$ cat src/logic/dcache_pkg.sv
`default_nettype none

package dcache_pkg;

    // core and memory bus widths
    localparam int ADDR_W     = 16;
    localparam int MEM_ADDR_W = 12;
    localparam int WORD_W     = 32;
    localparam int BEAT_W     = 128;

    // cache geometry
    localparam int LINE_BYTES = 64;
    localparam int BEATS      = 4;
    localparam int BEAT_IDX_W = 2;
    localparam int SETS       = 8;
    localparam int WAYS       = 2;
    localparam int IDX_W      = 3;
    localparam int WAY_W      = 1;

    // address fields are tag [15:9], set index [8:6], line offset [5:0]
    localparam int TAG_W      = 7;
    localparam int OFS_W      = 6;

    // top bit set means zero extension on loads
    typedef enum logic [2:0] {
        BYTE   = 3'b000,
        HALF   = 3'b001,
        WORD   = 3'b010,
        BYTE_U = 3'b100,
        HALF_U = 3'b101
    } mem_dtype_t;

    typedef enum logic [1:0] {
        RESET,
        READY,
        MISS,
        EVICT
    } dcache_state_t;

endpackage

`default_nettype wire

$ cat src/logic/dcache_ctrl.sv
`default_nettype none

module dcache_ctrl (
    input  wire                               clk,
    input  wire                               rst,
    input  wire                               req_valid,
    input  wire                               req_write,
    input  wire  [dcache_pkg::ADDR_W-1:0]     req_addr,
    input  wire  [dcache_pkg::WORD_W-1:0]     req_wdata,
    input  wire  dcache_pkg::mem_dtype_t      req_dtype,
    output logic                              req_ready,
    output logic                              rsp_valid,
    input  wire                               hit,
    input  wire  [dcache_pkg::WAY_W-1:0]      hit_way,
    input  wire  [dcache_pkg::WAY_W-1:0]      victim_way,
    input  wire                               victim_dirty,
    input  wire  [dcache_pkg::TAG_W-1:0]      victim_tag,
    input  wire                               mem_rsp_valid,
    output logic                              mem_rd_valid,
    output logic [dcache_pkg::MEM_ADDR_W-1:0] mem_rd_addr,
    output logic                              mem_wr_valid,
    output logic [dcache_pkg::MEM_ADDR_W-1:0] mem_wr_addr,
    output logic [dcache_pkg::ADDR_W-1:0]     lookup_addr,
    output logic                              fill_en,
    output logic [dcache_pkg::WAY_W-1:0]      fill_way,
    output logic [dcache_pkg::BEAT_IDX_W-1:0] fill_beat,
    output logic                              fill_done,
    output logic [dcache_pkg::TAG_W-1:0]      fill_tag,
    output logic                              store_en,
    output logic [dcache_pkg::WAY_W-1:0]      store_way,
    output logic [dcache_pkg::ADDR_W-1:0]     store_addr,
    output logic [dcache_pkg::WORD_W-1:0]     store_wdata,
    output dcache_pkg::mem_dtype_t            store_dtype,
    output logic [dcache_pkg::WAY_W-1:0]      rd_way,
    output logic [dcache_pkg::ADDR_W-1:0]     rd_addr,
    output dcache_pkg::mem_dtype_t            rd_dtype,
    output logic [dcache_pkg::WAY_W-1:0]      evict_way,
    output logic [dcache_pkg::BEAT_IDX_W-1:0] evict_beat,
    output logic                              lru_touch,
    output logic [dcache_pkg::WAY_W-1:0]      lru_way,
    output logic [dcache_pkg::IDX_W-1:0]      lru_set
);

    dcache_pkg::dcache_state_t state;
    dcache_pkg::dcache_state_t state_nx;

    // accepted request, looked up in the following cycle
    logic                          new_q;
    logic                          q_write;
    logic [dcache_pkg::ADDR_W-1:0] q_addr;
    logic [dcache_pkg::WORD_W-1:0] q_wdata;
    dcache_pkg::mem_dtype_t        q_dtype;

    // request parked while the line is evicted and refilled
    logic                          pend_active;
    logic                          pend_write;
    logic [dcache_pkg::ADDR_W-1:0] pend_addr;
    logic [dcache_pkg::WORD_W-1:0] pend_wdata;
    dcache_pkg::mem_dtype_t        pend_dtype;
    logic [dcache_pkg::WAY_W-1:0]  pend_way;
    logic [dcache_pkg::TAG_W-1:0]  pend_vtag;

    logic [dcache_pkg::BEAT_IDX_W-1:0] wr_cnt;
    logic [dcache_pkg::BEAT_IDX_W-1:0] rsp_cnt;
    // extra bit marks all read beats issued
    logic [dcache_pkg::BEAT_IDX_W:0]   rd_cnt;

    logic accept;
    logic hit_now;
    logic miss_now;
    logic serve_pend;

    assign accept     = req_valid && req_ready;
    assign hit_now    = (state == dcache_pkg::READY) && new_q && hit;
    assign miss_now   = (state == dcache_pkg::READY) && new_q && !hit;
    assign serve_pend = (state == dcache_pkg::READY) && pend_active;

    // ready drops in the cycle a miss is seen
    assign req_ready = (state == dcache_pkg::READY) && !miss_now;
    assign rsp_valid = (hit_now && !q_write) || (serve_pend && !pend_write);

    always_ff @(posedge clk) begin
        if (rst) begin
            state       <= dcache_pkg::RESET;
            new_q       <= 1'b0;
            pend_active <= 1'b0;
            wr_cnt      <= '0;
            rd_cnt      <= '0;
            rsp_cnt     <= '0;
        end else begin
            state <= state_nx;
            new_q <= accept;
            if (miss_now) begin
                pend_active <= 1'b1;
            end else if (serve_pend) begin
                pend_active <= 1'b0;
            end
            if (mem_wr_valid) begin
                wr_cnt <= wr_cnt + 1'b1;
            end
            if (fill_done) begin
                rd_cnt <= '0;
            end else if (mem_rd_valid) begin
                rd_cnt <= rd_cnt + 1'b1;
            end
            if (mem_rsp_valid) begin
                rsp_cnt <= rsp_cnt + 1'b1;
            end
        end
    end

    always_ff @(posedge clk) begin
        if (accept) begin
            q_write <= req_write;
            q_addr  <= req_addr;
            q_wdata <= req_wdata;
            q_dtype <= req_dtype;
        end
        if (miss_now) begin
            pend_write <= q_write;
            pend_addr  <= q_addr;
            pend_wdata <= q_wdata;
            pend_dtype <= q_dtype;
            pend_way   <= victim_way;
            pend_vtag  <= victim_tag;
        end
    end

    always_comb begin
        state_nx = state;
        case (state)
            dcache_pkg::RESET: state_nx = dcache_pkg::READY;
            dcache_pkg::READY: begin
                if (miss_now && victim_dirty) begin
                    state_nx = dcache_pkg::EVICT;
                end else if (miss_now) begin
                    state_nx = dcache_pkg::MISS;
                end
            end
            dcache_pkg::EVICT: begin
                if (&wr_cnt) begin
                    state_nx = dcache_pkg::MISS;
                end
            end
            dcache_pkg::MISS: begin
                if (fill_done) begin
                    state_nx = dcache_pkg::READY;
                end
            end
            default: state_nx = dcache_pkg::RESET;
        endcase
    end

    // victim writeback, the last write beat also starts the refill
    assign mem_wr_valid = (state == dcache_pkg::EVICT);
    assign mem_wr_addr  = {pend_vtag, pend_addr[dcache_pkg::OFS_W +: dcache_pkg::IDX_W], wr_cnt};
    assign mem_rd_valid = (mem_wr_valid && &wr_cnt)
                       || ((state == dcache_pkg::MISS) && !rd_cnt[dcache_pkg::BEAT_IDX_W]);
    assign mem_rd_addr  = {pend_addr[dcache_pkg::ADDR_W-1:dcache_pkg::OFS_W],
                           rd_cnt[dcache_pkg::BEAT_IDX_W-1:0]};
    assign evict_way    = pend_way;
    assign evict_beat   = wr_cnt;

    assign lookup_addr = pend_active ? pend_addr : q_addr;
    assign fill_en     = mem_rsp_valid;
    assign fill_way    = pend_way;
    assign fill_beat   = rsp_cnt;
    assign fill_done   = mem_rsp_valid && &rsp_cnt;
    assign fill_tag    = pend_addr[dcache_pkg::ADDR_W-1 -: dcache_pkg::TAG_W];

    // pending request wins over the registered one once the fill is done
    always_comb begin
        store_en  = (hit_now && q_write) || (serve_pend && pend_write);
        lru_touch = hit_now || serve_pend;
        if (serve_pend) begin
            store_way   = pend_way;
            store_addr  = pend_addr;
            store_wdata = pend_wdata;
            store_dtype = pend_dtype;
        end else begin
            store_way   = hit_way;
            store_addr  = q_addr;
            store_wdata = q_wdata;
            store_dtype = q_dtype;
        end
        rd_way   = store_way;
        rd_addr  = store_addr;
        rd_dtype = store_dtype;
        lru_way  = store_way;
        lru_set  = store_addr[dcache_pkg::OFS_W +: dcache_pkg::IDX_W];
    end

endmodule

`default_nettype wire

$ cat config.mk
export PLATFORM = sky130hd
export DESIGN_NAME = dcache_ctrl
export DESIGN_NICKNAME = d
export VERILOG_FILES = /design/src/logic/dcache_pkg.sv /design/src/logic/dcache_ctrl.sv
export SDC_FILE = /design/constraint.sdc
export NUM_CORES = 1
export LEC_CHECK = 0
export BUFFER_PORTS_ARGS = -buffer_cell sky130_fd_sc_hd__buf_2
export CORE_AREA = 5 5 115 117
export CTS_BUF_LIST = sky130_fd_sc_hd__clkbuf_2
export DETAILED_ROUTE_END_ITERATION = 7
export DIE_AREA = 0 0 120 122
export MAX_ROUTING_LAYER = met4
export PLACE_DENSITY = 0.74
export SYNTH_ARGS = -nofsm -noshare
export SYNTH_HDL_FRONTEND = slang
export SYNTH_SLANG_ARGS = --single-unit
export TNS_END_PERCENT = 100
$ cat constraint.sdc
create_clock -name clk -period 3.3 [get_ports clk]
set_input_delay 0.33 -clock clk [delete_from_list [all_inputs] [get_ports clk]]
set_output_delay 0.33 -clock clk [all_outputs]
set_load 0.005 [all_outputs]
==> flow_metrics.py, run 1 <==
metrics = {
    "routing": {
        "post_drt_wl_per_cell_um": 16.1,
        "post-route-drc-count": 0,
        "dr.first_iter.drc_count": 194,
        "via_per_inst": 4.68,
        "ant_nets": 0,
        "vias": 3293,
        "drt-pass1-iter-count": 4,
        "routed_wl_mm": 11.3,
    },
    "clock_tree": {
        "cts_tree": "done",
        "root_buffer": "clkbuf_2",
        "ctsHoldBuffers": 64,
        "cts_buffers": 17,
        "post_cts_buffers": 0,
        "clk_latency_ns": 0.69,
        "cts_resized": 0,
        "cts.sinks": 123,
        "path_clk_slew_ns": 0.17,
        "htreeDepth": 4,
        "cts_buffer_depth": 2,
    },
    "cells_and_area": {
        "final_core_util_pct": 56.9,
        "drive_gt1_share_pct": 56.3,
        "fin_cells": 703,
        "final_nets": 610,
        "layout_commonest_cell": "buf_2",
        "layout_common_cells": "buf_2 (203), edfxtp_1 (112), dlygate4sd3_1 (64)",
        "nFillCells": 981,
        "syn_to_final_growth_pct": 31.1,
    },
    "worst_setup_path": {
        "worstPathRequired_ns": 2.97,
        "crit_arrival_ns": 2.73,
        "reg2reg_slack_ns": 1.27,
        "worstReg2RegEnd": "q_write$_DFFE_PP_",
        "crit_type": "reg2out",
        "crit_path_end_kind": "output port",
        "start_kind": "flop",
        "path_max_fanout": 31,
        "ff2ff_path_depth": 3,
        "worstReg2RegStart": "state[0]$_SDFFE_PP0P_",
    },
    "sta": {
        "period_minus_slack_ns": 3.06,
        "postLayoutSetupSlackWorst_ns": 0.240,
        "fin_crit_sh_pct": 92.7,
        "setup_viol": 0,
        "worst_hold_slack_ns": 0.275,
        "clock_skew_ns": 0.0205,
        "hold_violations": 0,
        "setup_tns_ns": 0,
        "slew_violations": 0,
        "rsz0062_at_grt": "false",
        "max_freq_ghz": 0.327,
        "worst_slew_pin_slew_ns": 0.480,
        "slew_headroom_pct": 68.0,
    },
    "status": {
        "outcome": "finished, final reports clean",
    },
    "synthesis": {
        "synthCells": 308,
        "synth_top_family_by_area": "multiplexers",
        "synth-compound-area-share_pct": 1.50,
        "synth_area_um2": 5320,
        "yosysSeqAreaShare_pct": 67.3,
        "synthAdderAreaFrac_pct": 0.705,
        "ys_types": 29,
        "synth_xor_area_share_pct": 0.329,
        "synth-simple-area-share_pct": 2.96,
        "synth_nets": 378,
        "synth-seq-cells": 123,
        "muxShareOfSynthArea_pct": 18.3,
        "syn_area_per_cell_um2": 17.3,
        "ys_warn_count": 0,
    },
    "floorplan": {
        "initial_core_util_pct": 43.4,
        "coreArea_um2": 12300,
        "die_h_um": 122,
        "dieArea_um2": 14600,
        "rows": 41,
        "io_pins": 204,
        "die_w_um": 120,
    },
    "power_and_ir_drop": {
        "power_leakage_nw": 3.08,
        "ir_worst_vdd_mv": 0.295,
        "powerDensity_nw_per_um2": 416,
    },
    "global_routing": {
        "grt_pass1_wl_mm": 17.3,
        "grt-ovfl-total": 0,
        "grt_pass1_vias": 3324,
        "grtUsageTotal_pct": 16.0,
        "grt_start_max_net_pins": 32,
        "antenna_found_initial": 1,
    },
    "placed_design": {
        "dpl_worst_slack_ns": 0.972,
        "port_buffers": 203,
        "gp_congestion": 0.836,
        "dp.cells": 607,
        "hpwl_mm": 7.53,
    },
    "min_path": {
        "whs_endpoint": "q_addr[2]$_DFFE_PP_",
        "hold_class": "in2reg",
        "hold_path_depth": 2,
        "worstHoldStart": "req_valid",
    },
    "run": {
        "max_cap_violations": 0,
    },
}
routing by layer:
layer  part of all wire [%]  GRT usage [%]
met1                     40           17.9
met2                     52           26.8
met4                    1.2           5.80
met3                    6.9           5.20
met5                      0              -
report_power, final:
group	internal [W]	switching, W
clock network	0.000338	0.000524
logic	0.000169	0.000103
registers	0.00175	0.0000253
area by class of cell:
type                            instances  area, µm²  area share, %
Timing Repair Buffer                  273       1710           24.6
Multi-Input combinational cell        121       1270           18.2
Clock buffer                           20        100           1.43
Sequential cell                       123       3580           51.4
Clock inverter                         11        104           1.49
Antenna cell                            1       2.50         0.0359
Tap cell                              150        188           2.69
Inverter                                4       15.0          0.215
critical path, cell delays in order, from the launching register on:
cell	delay, ns
dfxtp_1	0.52
and2b_2	0.31
nand2_4	0.37
buf_12	0.30
mux2_2	0.39
buf_2	0.14
logic make-up after synthesis:
| logic type | after synthesis |
|---|---|
| DFF | 123 |
| muxes | 71 |
| buffers and inverters | 64 |
| and+or+nand+nor | 32 |
| AOI/OAI and AO/OA | 13 |
| adders and majority gates | 3 |
| xor gates and xnor gates | 2 |
cells in the mapped netlist (all sizes together):
cell type | instances | share of area [%]
o22ai | 1 | 0.12
o21ai | 3 | 0.28
a21oi | 5 | 0.47
nand3 | 4 | 0.38
and2b | 1 | 0.16
xor2 | 1 | 0.16
nand2 | 14 | 1.1
a21o | 1 | 0.14
nand2b | 4 | 0.47
clkbuf | 2 | 0.14
a31oi | 1 | 0.12
or2 | 1 | 0.12
ha | 3 | 0.71
mux2i | 3 | 0.56
a21boi | 1 | 0.21
inv | 4 | 0.28
o311ai | 1 | 0.16
mux2 | 68 | 18
dfxtp | 11 | 4.1
xnor2 | 1 | 0.16
nor2b | 2 | 0.24
buf | 58 | 8.4
edfxtp | 112 | 63
and3 | 1 | 0.12
nor2 | 5 | 0.35
how the worst max path moves through the flow:
stage | start | cells after the start | slack, ns | to
4_1_cts | state[1]$_SDFFE_PP0P_ | 5 | 0.15 | lru_set[2]
3_5_place_dp | state[1]$_SDFFE_PP0P_ | 5 | 0.97 | lru_set[2]
3_3_place_gp | state[1]$_SDFFE_PP0P_ | 5 | 1.03 | store_addr[8]
6_report | state[1]$_SDFFE_PP0P_ | 5 | 0.24 | rd_addr[8]
2_1_floorplan | state[1]$_SDFFE_PP0P_ | 2 | 1.02 | q_addr[0]$_DFFE_PP_
5_1_grt | state[1]$_SDFFE_PP0P_ | 5 | 0.02 | rd_way
registers in the layout, indices dropped and copies added, names as in the netlist:
signal       cells
rd_cnt           3
evict_way        1
pend_write       1
pend_vtag        7
q_write          1
q_dtype          3
fill_beat        2
pend_addr       16
pend_dtype       3
pend_active      1
q_addr          16
pend_wdata      32
evict_beat       2
state            2
q_wdata         32
new_q            1
metrics by stage:
step / area, µm² / power, W
final: 6980 / 0.00290
after CTS: 6970 / 0.00294
after detailed placement: 6130 / 0.00202
after global placement: 6130 / 0.00201
after floorplan: 5320 / 0.00192
after global routing: 6980 / 0.00305
Power figures use the tool's default switching activity.
==> run 2, diff against run 1 <==
- clock period: 3.3 -> 3 ns (I/O delays scaled with it)
==> run 2 against run 1 <==
Compared with the run above:
- non-clock buffer count decreased by 1
- critical path depth unchanged
- global-route usage increased by 0.40 points
- final cell count unchanged
- clock skew about the same
- count of clock-buffer cells in the layout increased by 2
- register-to-register slack got worse by 0.22 ns
- sequential power increased by 10%
==> flow_metrics.py, run 2 (same netlist as run 1, synthesis figures left out) <==
metrics = {
    "cells_and_area": {
        "final_nets": 609,
        "drive_gt1_share_pct": 56.2,
        "layout_commonest_cell": "buf_2",
        "nFillCells": 949,
        "layout_common_cells": "buf_2 (203), edfxtp_1 (112), dlygate4sd3_1 (65)",
        "reg_top3": "pend_wdata x32, q_wdata x32",
        "syn_to_final_growth_pct": 32.2,
        "fin_cells": 703,
    },
    "sta": {
        "setup_viol": 0,
        "max_freq_ghz": 0.372,
        "fin_crit_sh_pct": 89.6,
        "rsz0062_at_grt": "false",
        "hold_violations": 0,
        "worst_slew_pin_slew_ns": 0.502,
        "clock_skew_ns": 0.0205,
        "slew_violations": 0,
        "setup_tns_ns": 0,
        "worst_hold_slack_ns": 0.277,
        "slew_headroom_pct": 66.5,
        "period_minus_slack_ns": 2.69,
    },
    "floorplan": {
        "initial_core_util_pct": 43.4,
        "die_h_um": 122,
        "rows": 41,
        "io_pins": 204,
        "coreArea_um2": 12300,
        "dieArea_um2": 14600,
        "die_w_um": 120,
    },
    "power_and_ir_drop": {
        "power.total_w": 0.00329,
        "power.switching_w": 0.000708,
        "ir_worst_vdd_mv": 0.356,
        "power_leakage_nw": 3.10,
        "clock_power_share_pct": 31.5,
        "powerDensity_nw_per_um2": 467,
        "p_int_w": 0.00258,
        "switching_share_pct": 21.5,
        "comb_power_share_pct": 9.2,
        "pwr-share-seq_pct": 59.2,
    },
    "min_path": {
        "hold_class": "in2reg",
    },
    "clock_tree": {
        "cts_buffer_depth": 2,
        "clk_latency_ns": 0.66,
        "htreeDepth": 4,
        "post_cts_buffers": 0,
        "cts.sinks": 123,
        "cts_buffers": 17,
        "root_buffer": "clkbuf_2",
        "path_clk_slew_ns": 0.18,
        "cts_tree": "done",
    },
    "global_routing": {
        "grt-ovfl-total": 0,
        "grt_start_max_net_pins": 55,
        "grt_pass1_vias": 3429,
        "antenna_found_initial": 1,
        "grtUsageTotal_pct": 16.4,
        "grt_pass1_wl_mm": 17.7,
    },
    "routing": {
        "drt-pass1-iter-count": 4,
        "vias": 3267,
        "routed_wl_mm": 11.4,
        "dr_wl_met2_mm": 5.88,
        "dr.first_iter.drc_count": 149,
        "post-route-drc-count": 0,
        "met1_length_mm": 4.52,
        "top_layer": "met4",
        "ant_nets": 0,
        "dr_wl_met3_um": 744,
        "post_drt_wl_per_cell_um": 16.2,
        "via_per_inst": 4.65,
    },
    "worst_setup_path": {
        "start_kind": "flop",
        "reg2reg_slack_ns": 1.05,
        "path_max_fanout": 54,
        "worstPathRequired_ns": 2.70,
        "crit_path_end_kind": "output port",
        "crit_arrival_ns": 2.39,
        "crit_type": "reg2out",
    },
    "placed_design": {
        "hpwl_mm": 7.32,
        "port_buffers": 203,
        "dp.cells": 605,
        "gp_congestion": 0.837,
    },
    "run": {
        "max_cap_violations": 0,
    },
    "status": {
        "outcome": "finished, final reports clean",
    },
}
[run 2: path summary, 6_finish.rpt]
path,start,end,cells after the start
max,state[0]$_SDFFE_PP0P_,rd_addr[8],5
min,req_valid,q_wdata[31]$_DFFE_PP_,2
max reg2reg,state[0]$_SDFFE_PP0P_,pend_wdata[26]$_DFFE_PP_,4
min reg2reg,q_wdata[26]$_DFFE_PP_,pend_wdata[26]$_DFFE_PP_,0
[run 2: layout make-up]
cell class	count	area [µm²]	share of cell area [%]
flip-flops and latches	123	3580	51.0
repair buffers	272	1740	24.8
multi-input cells	121	1270	18.1
well taps	150	188	2.67
clock inverters	10	124	1.76
clock buffers	22	110	1.57
inverters	4	15.0	0.213
diodes	1	2.50	0.0356
[run 2: what timing repair did]
action                                  CTS  global route
hold endpoints to repair                 68             0
endpoints found under the setup margin    0             8
hold buffers                             65             0
gates resized for setup                   0             2
[run 2: power groups by stage]
stage	clock network [W]	registers, W	logic (W)
after CTS	0.00109	0.00195	0.000304
after global routing	0.00117	0.00195	0.000330
after detailed placement	0	0.00199	0.000236
after global placement	0	0.00198	0.000233
final	0.00104	0.00195	0.000303
after floorplan	0	0.00198	0.000135
[run 2: through the flow]
stage	setup slack, ns	area (µm²)	utilization, %
2_1_floorplan	0.724	5320	-
4_1_cts	0.0988	7020	57.3
6_report	0.311	7040	57.4
3_3_place_gp	0.985	6140	50.1
5_1_grt	0.105	7040	57.4
3_5_place_dp	0.929	6140	50.1
[run 2: worst max-delay path, stage by stage (launching register included)]
cell and delay (ns):
dfxtp_1 0.44, and2b_2 0.29, nand2_4 0.09, buf_16 0.33
mux2_2 0.41, buf_2 0.14
[run 2: metal layers]
metal,vias to the layer above,GRT usage [%]
met3,16,5.34
met1,1551,18.0
met4,0,7.37
met5,-,-
met2,146,27.2
li1,1554,-
==> run 3, diff against run 2 <==
- BUFFER_PORTS_ARGS: -buffer_cell sky130_fd_sc_hd__buf_2 -> -buffer_cell sky130_fd_sc_hd__buf_4
==> run 3 against run 2 <==
Compared with the run above:
- sequential share of layout area down 3.5 points
- power up 3.5%
- highest routed layer unchanged
- flip-flop and latch count unchanged
- global-route usage is essentially flat
- largest power group unchanged
- clock power up 5%
- count of clock-buffer cells in the layout decreased by 5
- first-iteration DRC count is 8.1% lower
- combinational power grew 21%
- fmax shrank 3.5%
- register-to-register slack gained 0.02 ns
- worst setup slack lost 0.097 ns
- final cell count is the same
==> flow_metrics.py, run 3 (same netlist as run 1, synthesis figures left out) <==
metrics = {
    "status": {
        "outcome": "finished, final reports clean",
    },
    "power_and_ir_drop": {
        "clock_power_share_pct": 31.9,
        "comb_power_share_pct": 10.8,
        "ir_worst_vdd_mv": 0.314,
        "power.switching_w": 0.000770,
        "pwr-share-seq_pct": 57.3,
        "p_int_w": 0.00263,
        "powerDensity_nw_per_um2": 450,
        "switching_share_pct": 22.6,
        "power_leakage_nw": 3.26,
    },
    "placed_design": {
        "port_buffers": 203,
        "hpwl_mm": 7.83,
        "gp_congestion": 0.847,
    },
    "routing": {
        "post-route-drc-count": 0,
        "routed_wl_mm": 11.7,
        "ant_nets": 0,
        "post_drt_wl_per_cell_um": 16.7,
        "via_per_inst": 4.69,
        "dr.first_iter.drc_count": 137,
        "drt-pass1-iter-count": 4,
        "vias": 3295,
    },
    "global_routing": {
        "antenna_found_initial": 1,
        "grt_start_max_net_pins": 42,
        "grt-ovfl-total": 0,
        "grt_pass1_vias": 3435,
        "grt_pass1_wl_mm": 17.9,
        "grtUsageTotal_pct": 16.4,
    },
    "cells_and_area": {
        "final_nets": 609,
        "nFillCells": 887,
        "multi_input_area_um2": 1270,
        "drive_gt1_share_pct": 56.5,
        "seq_area_um2": 3580,
        "layout_commonest_cell": "buf_4",
        "layout_common_cells": "buf_4 (205), edfxtp_1 (112), dlygate4sd3_1 (64)",
        "final_core_util_pct": 61.6,
        "syn_to_final_growth_pct": 42.0,
        "reg_top3": "pend_wdata x32, q_wdata x32",
    },
    "sta": {
        "rsz0062_at_grt": "false",
        "worst_slew_pin_slew_ns": 0.463,
        "setup_tns_ns": 0,
        "setup_viol": 0,
        "fin_crit_sh_pct": 92.8,
        "clock_skew_ns": 0.0264,
        "max_freq_ghz": 0.359,
        "slew_violations": 0,
        "hold_violations": 0,
        "period_minus_slack_ns": 2.79,
        "slew_headroom_pct": 69.1,
    },
    "worst_setup_path": {
        "crit_arrival_ns": 2.49,
        "crit_slowest_cell": "dfxtp_1",
        "cp_slowest_stage_delay_ns": 0.52,
        "critPathTopFamily": "flip-flops",
        "path_max_fanout": 16,
        "crit_top_cell": "buf_4",
        "start_kind": "flop",
        "crit_type": "reg2out",
        "crit_chain": "and2b_2 -> nand2_4 -> buf_4 -> mux2_4 -> buf_4",
        "crit_path_end_kind": "output port",
        "cp.buffers_inverters": 2,
        "worstPathRequired_ns": 2.70,
    },
    "clock_tree": {
        "cts_buffer_depth": 2,
        "cts.sinks": 123,
        "cts_tree": "done",
        "post_cts_buffers": 0,
        "cts_buffers": 17,
        "htreeDepth": 4,
        "path_clk_slew_ns": 0.20,
        "root_buffer": "clkbuf_2",
        "clk_latency_ns": 0.62,
        "cts_resized": 0,
    },
    "floorplan": {
        "die_w_um": 120,
        "die_h_um": 122,
        "initial_core_util_pct": 43.4,
        "io_pins": 204,
        "rows": 41,
        "coreArea_um2": 12300,
        "dieArea_um2": 14600,
    },
    "run": {
        "max_cap_violations": 0,
    },
    "min_path": {
        "hold_class": "in2reg",
    },
}
[run 3: final timing paths]
check                         from                 endpoint  slack, ns  cells past startpoint
max          state[1]$_SDFFE_PP0P_            store_addr[6]       0.21                      5
max reg2reg  state[0]$_SDFFE_PP0P_     pend_write$_DFFE_PP_       1.07                      4
min                      req_valid    q_wdata[31]$_DFFE_PP_       0.30                      2
min reg2reg   q_wdata[0]$_DFFE_PP_  pend_wdata[0]$_DFFE_PP_       0.47                      0
[run 3: power by group through the flow]
stage          registers (W)  clock network (W)  logic (W)
6_report             0.00195            0.00109   0.000366
5_1_grt              0.00195            0.00122   0.000393
4_1_cts              0.00195            0.00114   0.000367
3_5_place_dp         0.00199                  0   0.000298
3_3_place_gp         0.00198                  0   0.000293
2_1_floorplan        0.00198                  0   0.000135
[run 3: worst reg2reg max path, delay by kind of cell, from the launching register on]
family	cells	cell delay, ns
buffers and inverters	2	0.67
flip-flops	1	0.55
AND/OR/NAND/NOR	2	0.38
[run 3: repair_timing]
item / CTS / global route
hold buffers: 64 / 0
hold endpoints to repair: 68 / 0
setup endpoints to repair: 0 / 0
[run 3: metrics by stage]
| step | hold slack [ns] | std cells | instance area, µm² | power, W | worst slack [ns] |
|---|---|---|---|---|---|
| 3_3_place_gp | 0.430 | 606 | 6660 | 0.00228 | 0.926 |
| 4_1_cts | 0.201 | 702 | 7550 | 0.00345 | 0.114 |
| 3_5_place_dp | 0.437 | 606 | 6660 | 0.00228 | 0.866 |
| 6_report | 0.299 | 703 | 7560 | 0.00340 | 0.215 |
| 5_1_grt | 0.205 | 703 | 7560 | 0.00357 | 0.0195 |
| 2_1_floorplan | 0.399 | 308 | 5320 | 0.00211 | 0.724 |
[run 3: routing by layer]
metal  vias up  share of wire [%]  track usage, %
met5         -                  0               -
met1      1579                 38            17.7
li1       1557                  -               -
met3        17                6.4            4.41
met4         0                1.7            6.37
met2       142                 54            28.9
[run 3: cell type report]
cell class	count	area share, %
Inverter	4	0.199
Clock inverter	15	2.29
Sequential cell	123	47.4
Antenna cell	1	0.0331
Timing Repair Buffer	272	29.6
Tap cell	150	2.48
Clock buffer	17	1.13
Multi-Input combinational cell	121	16.8
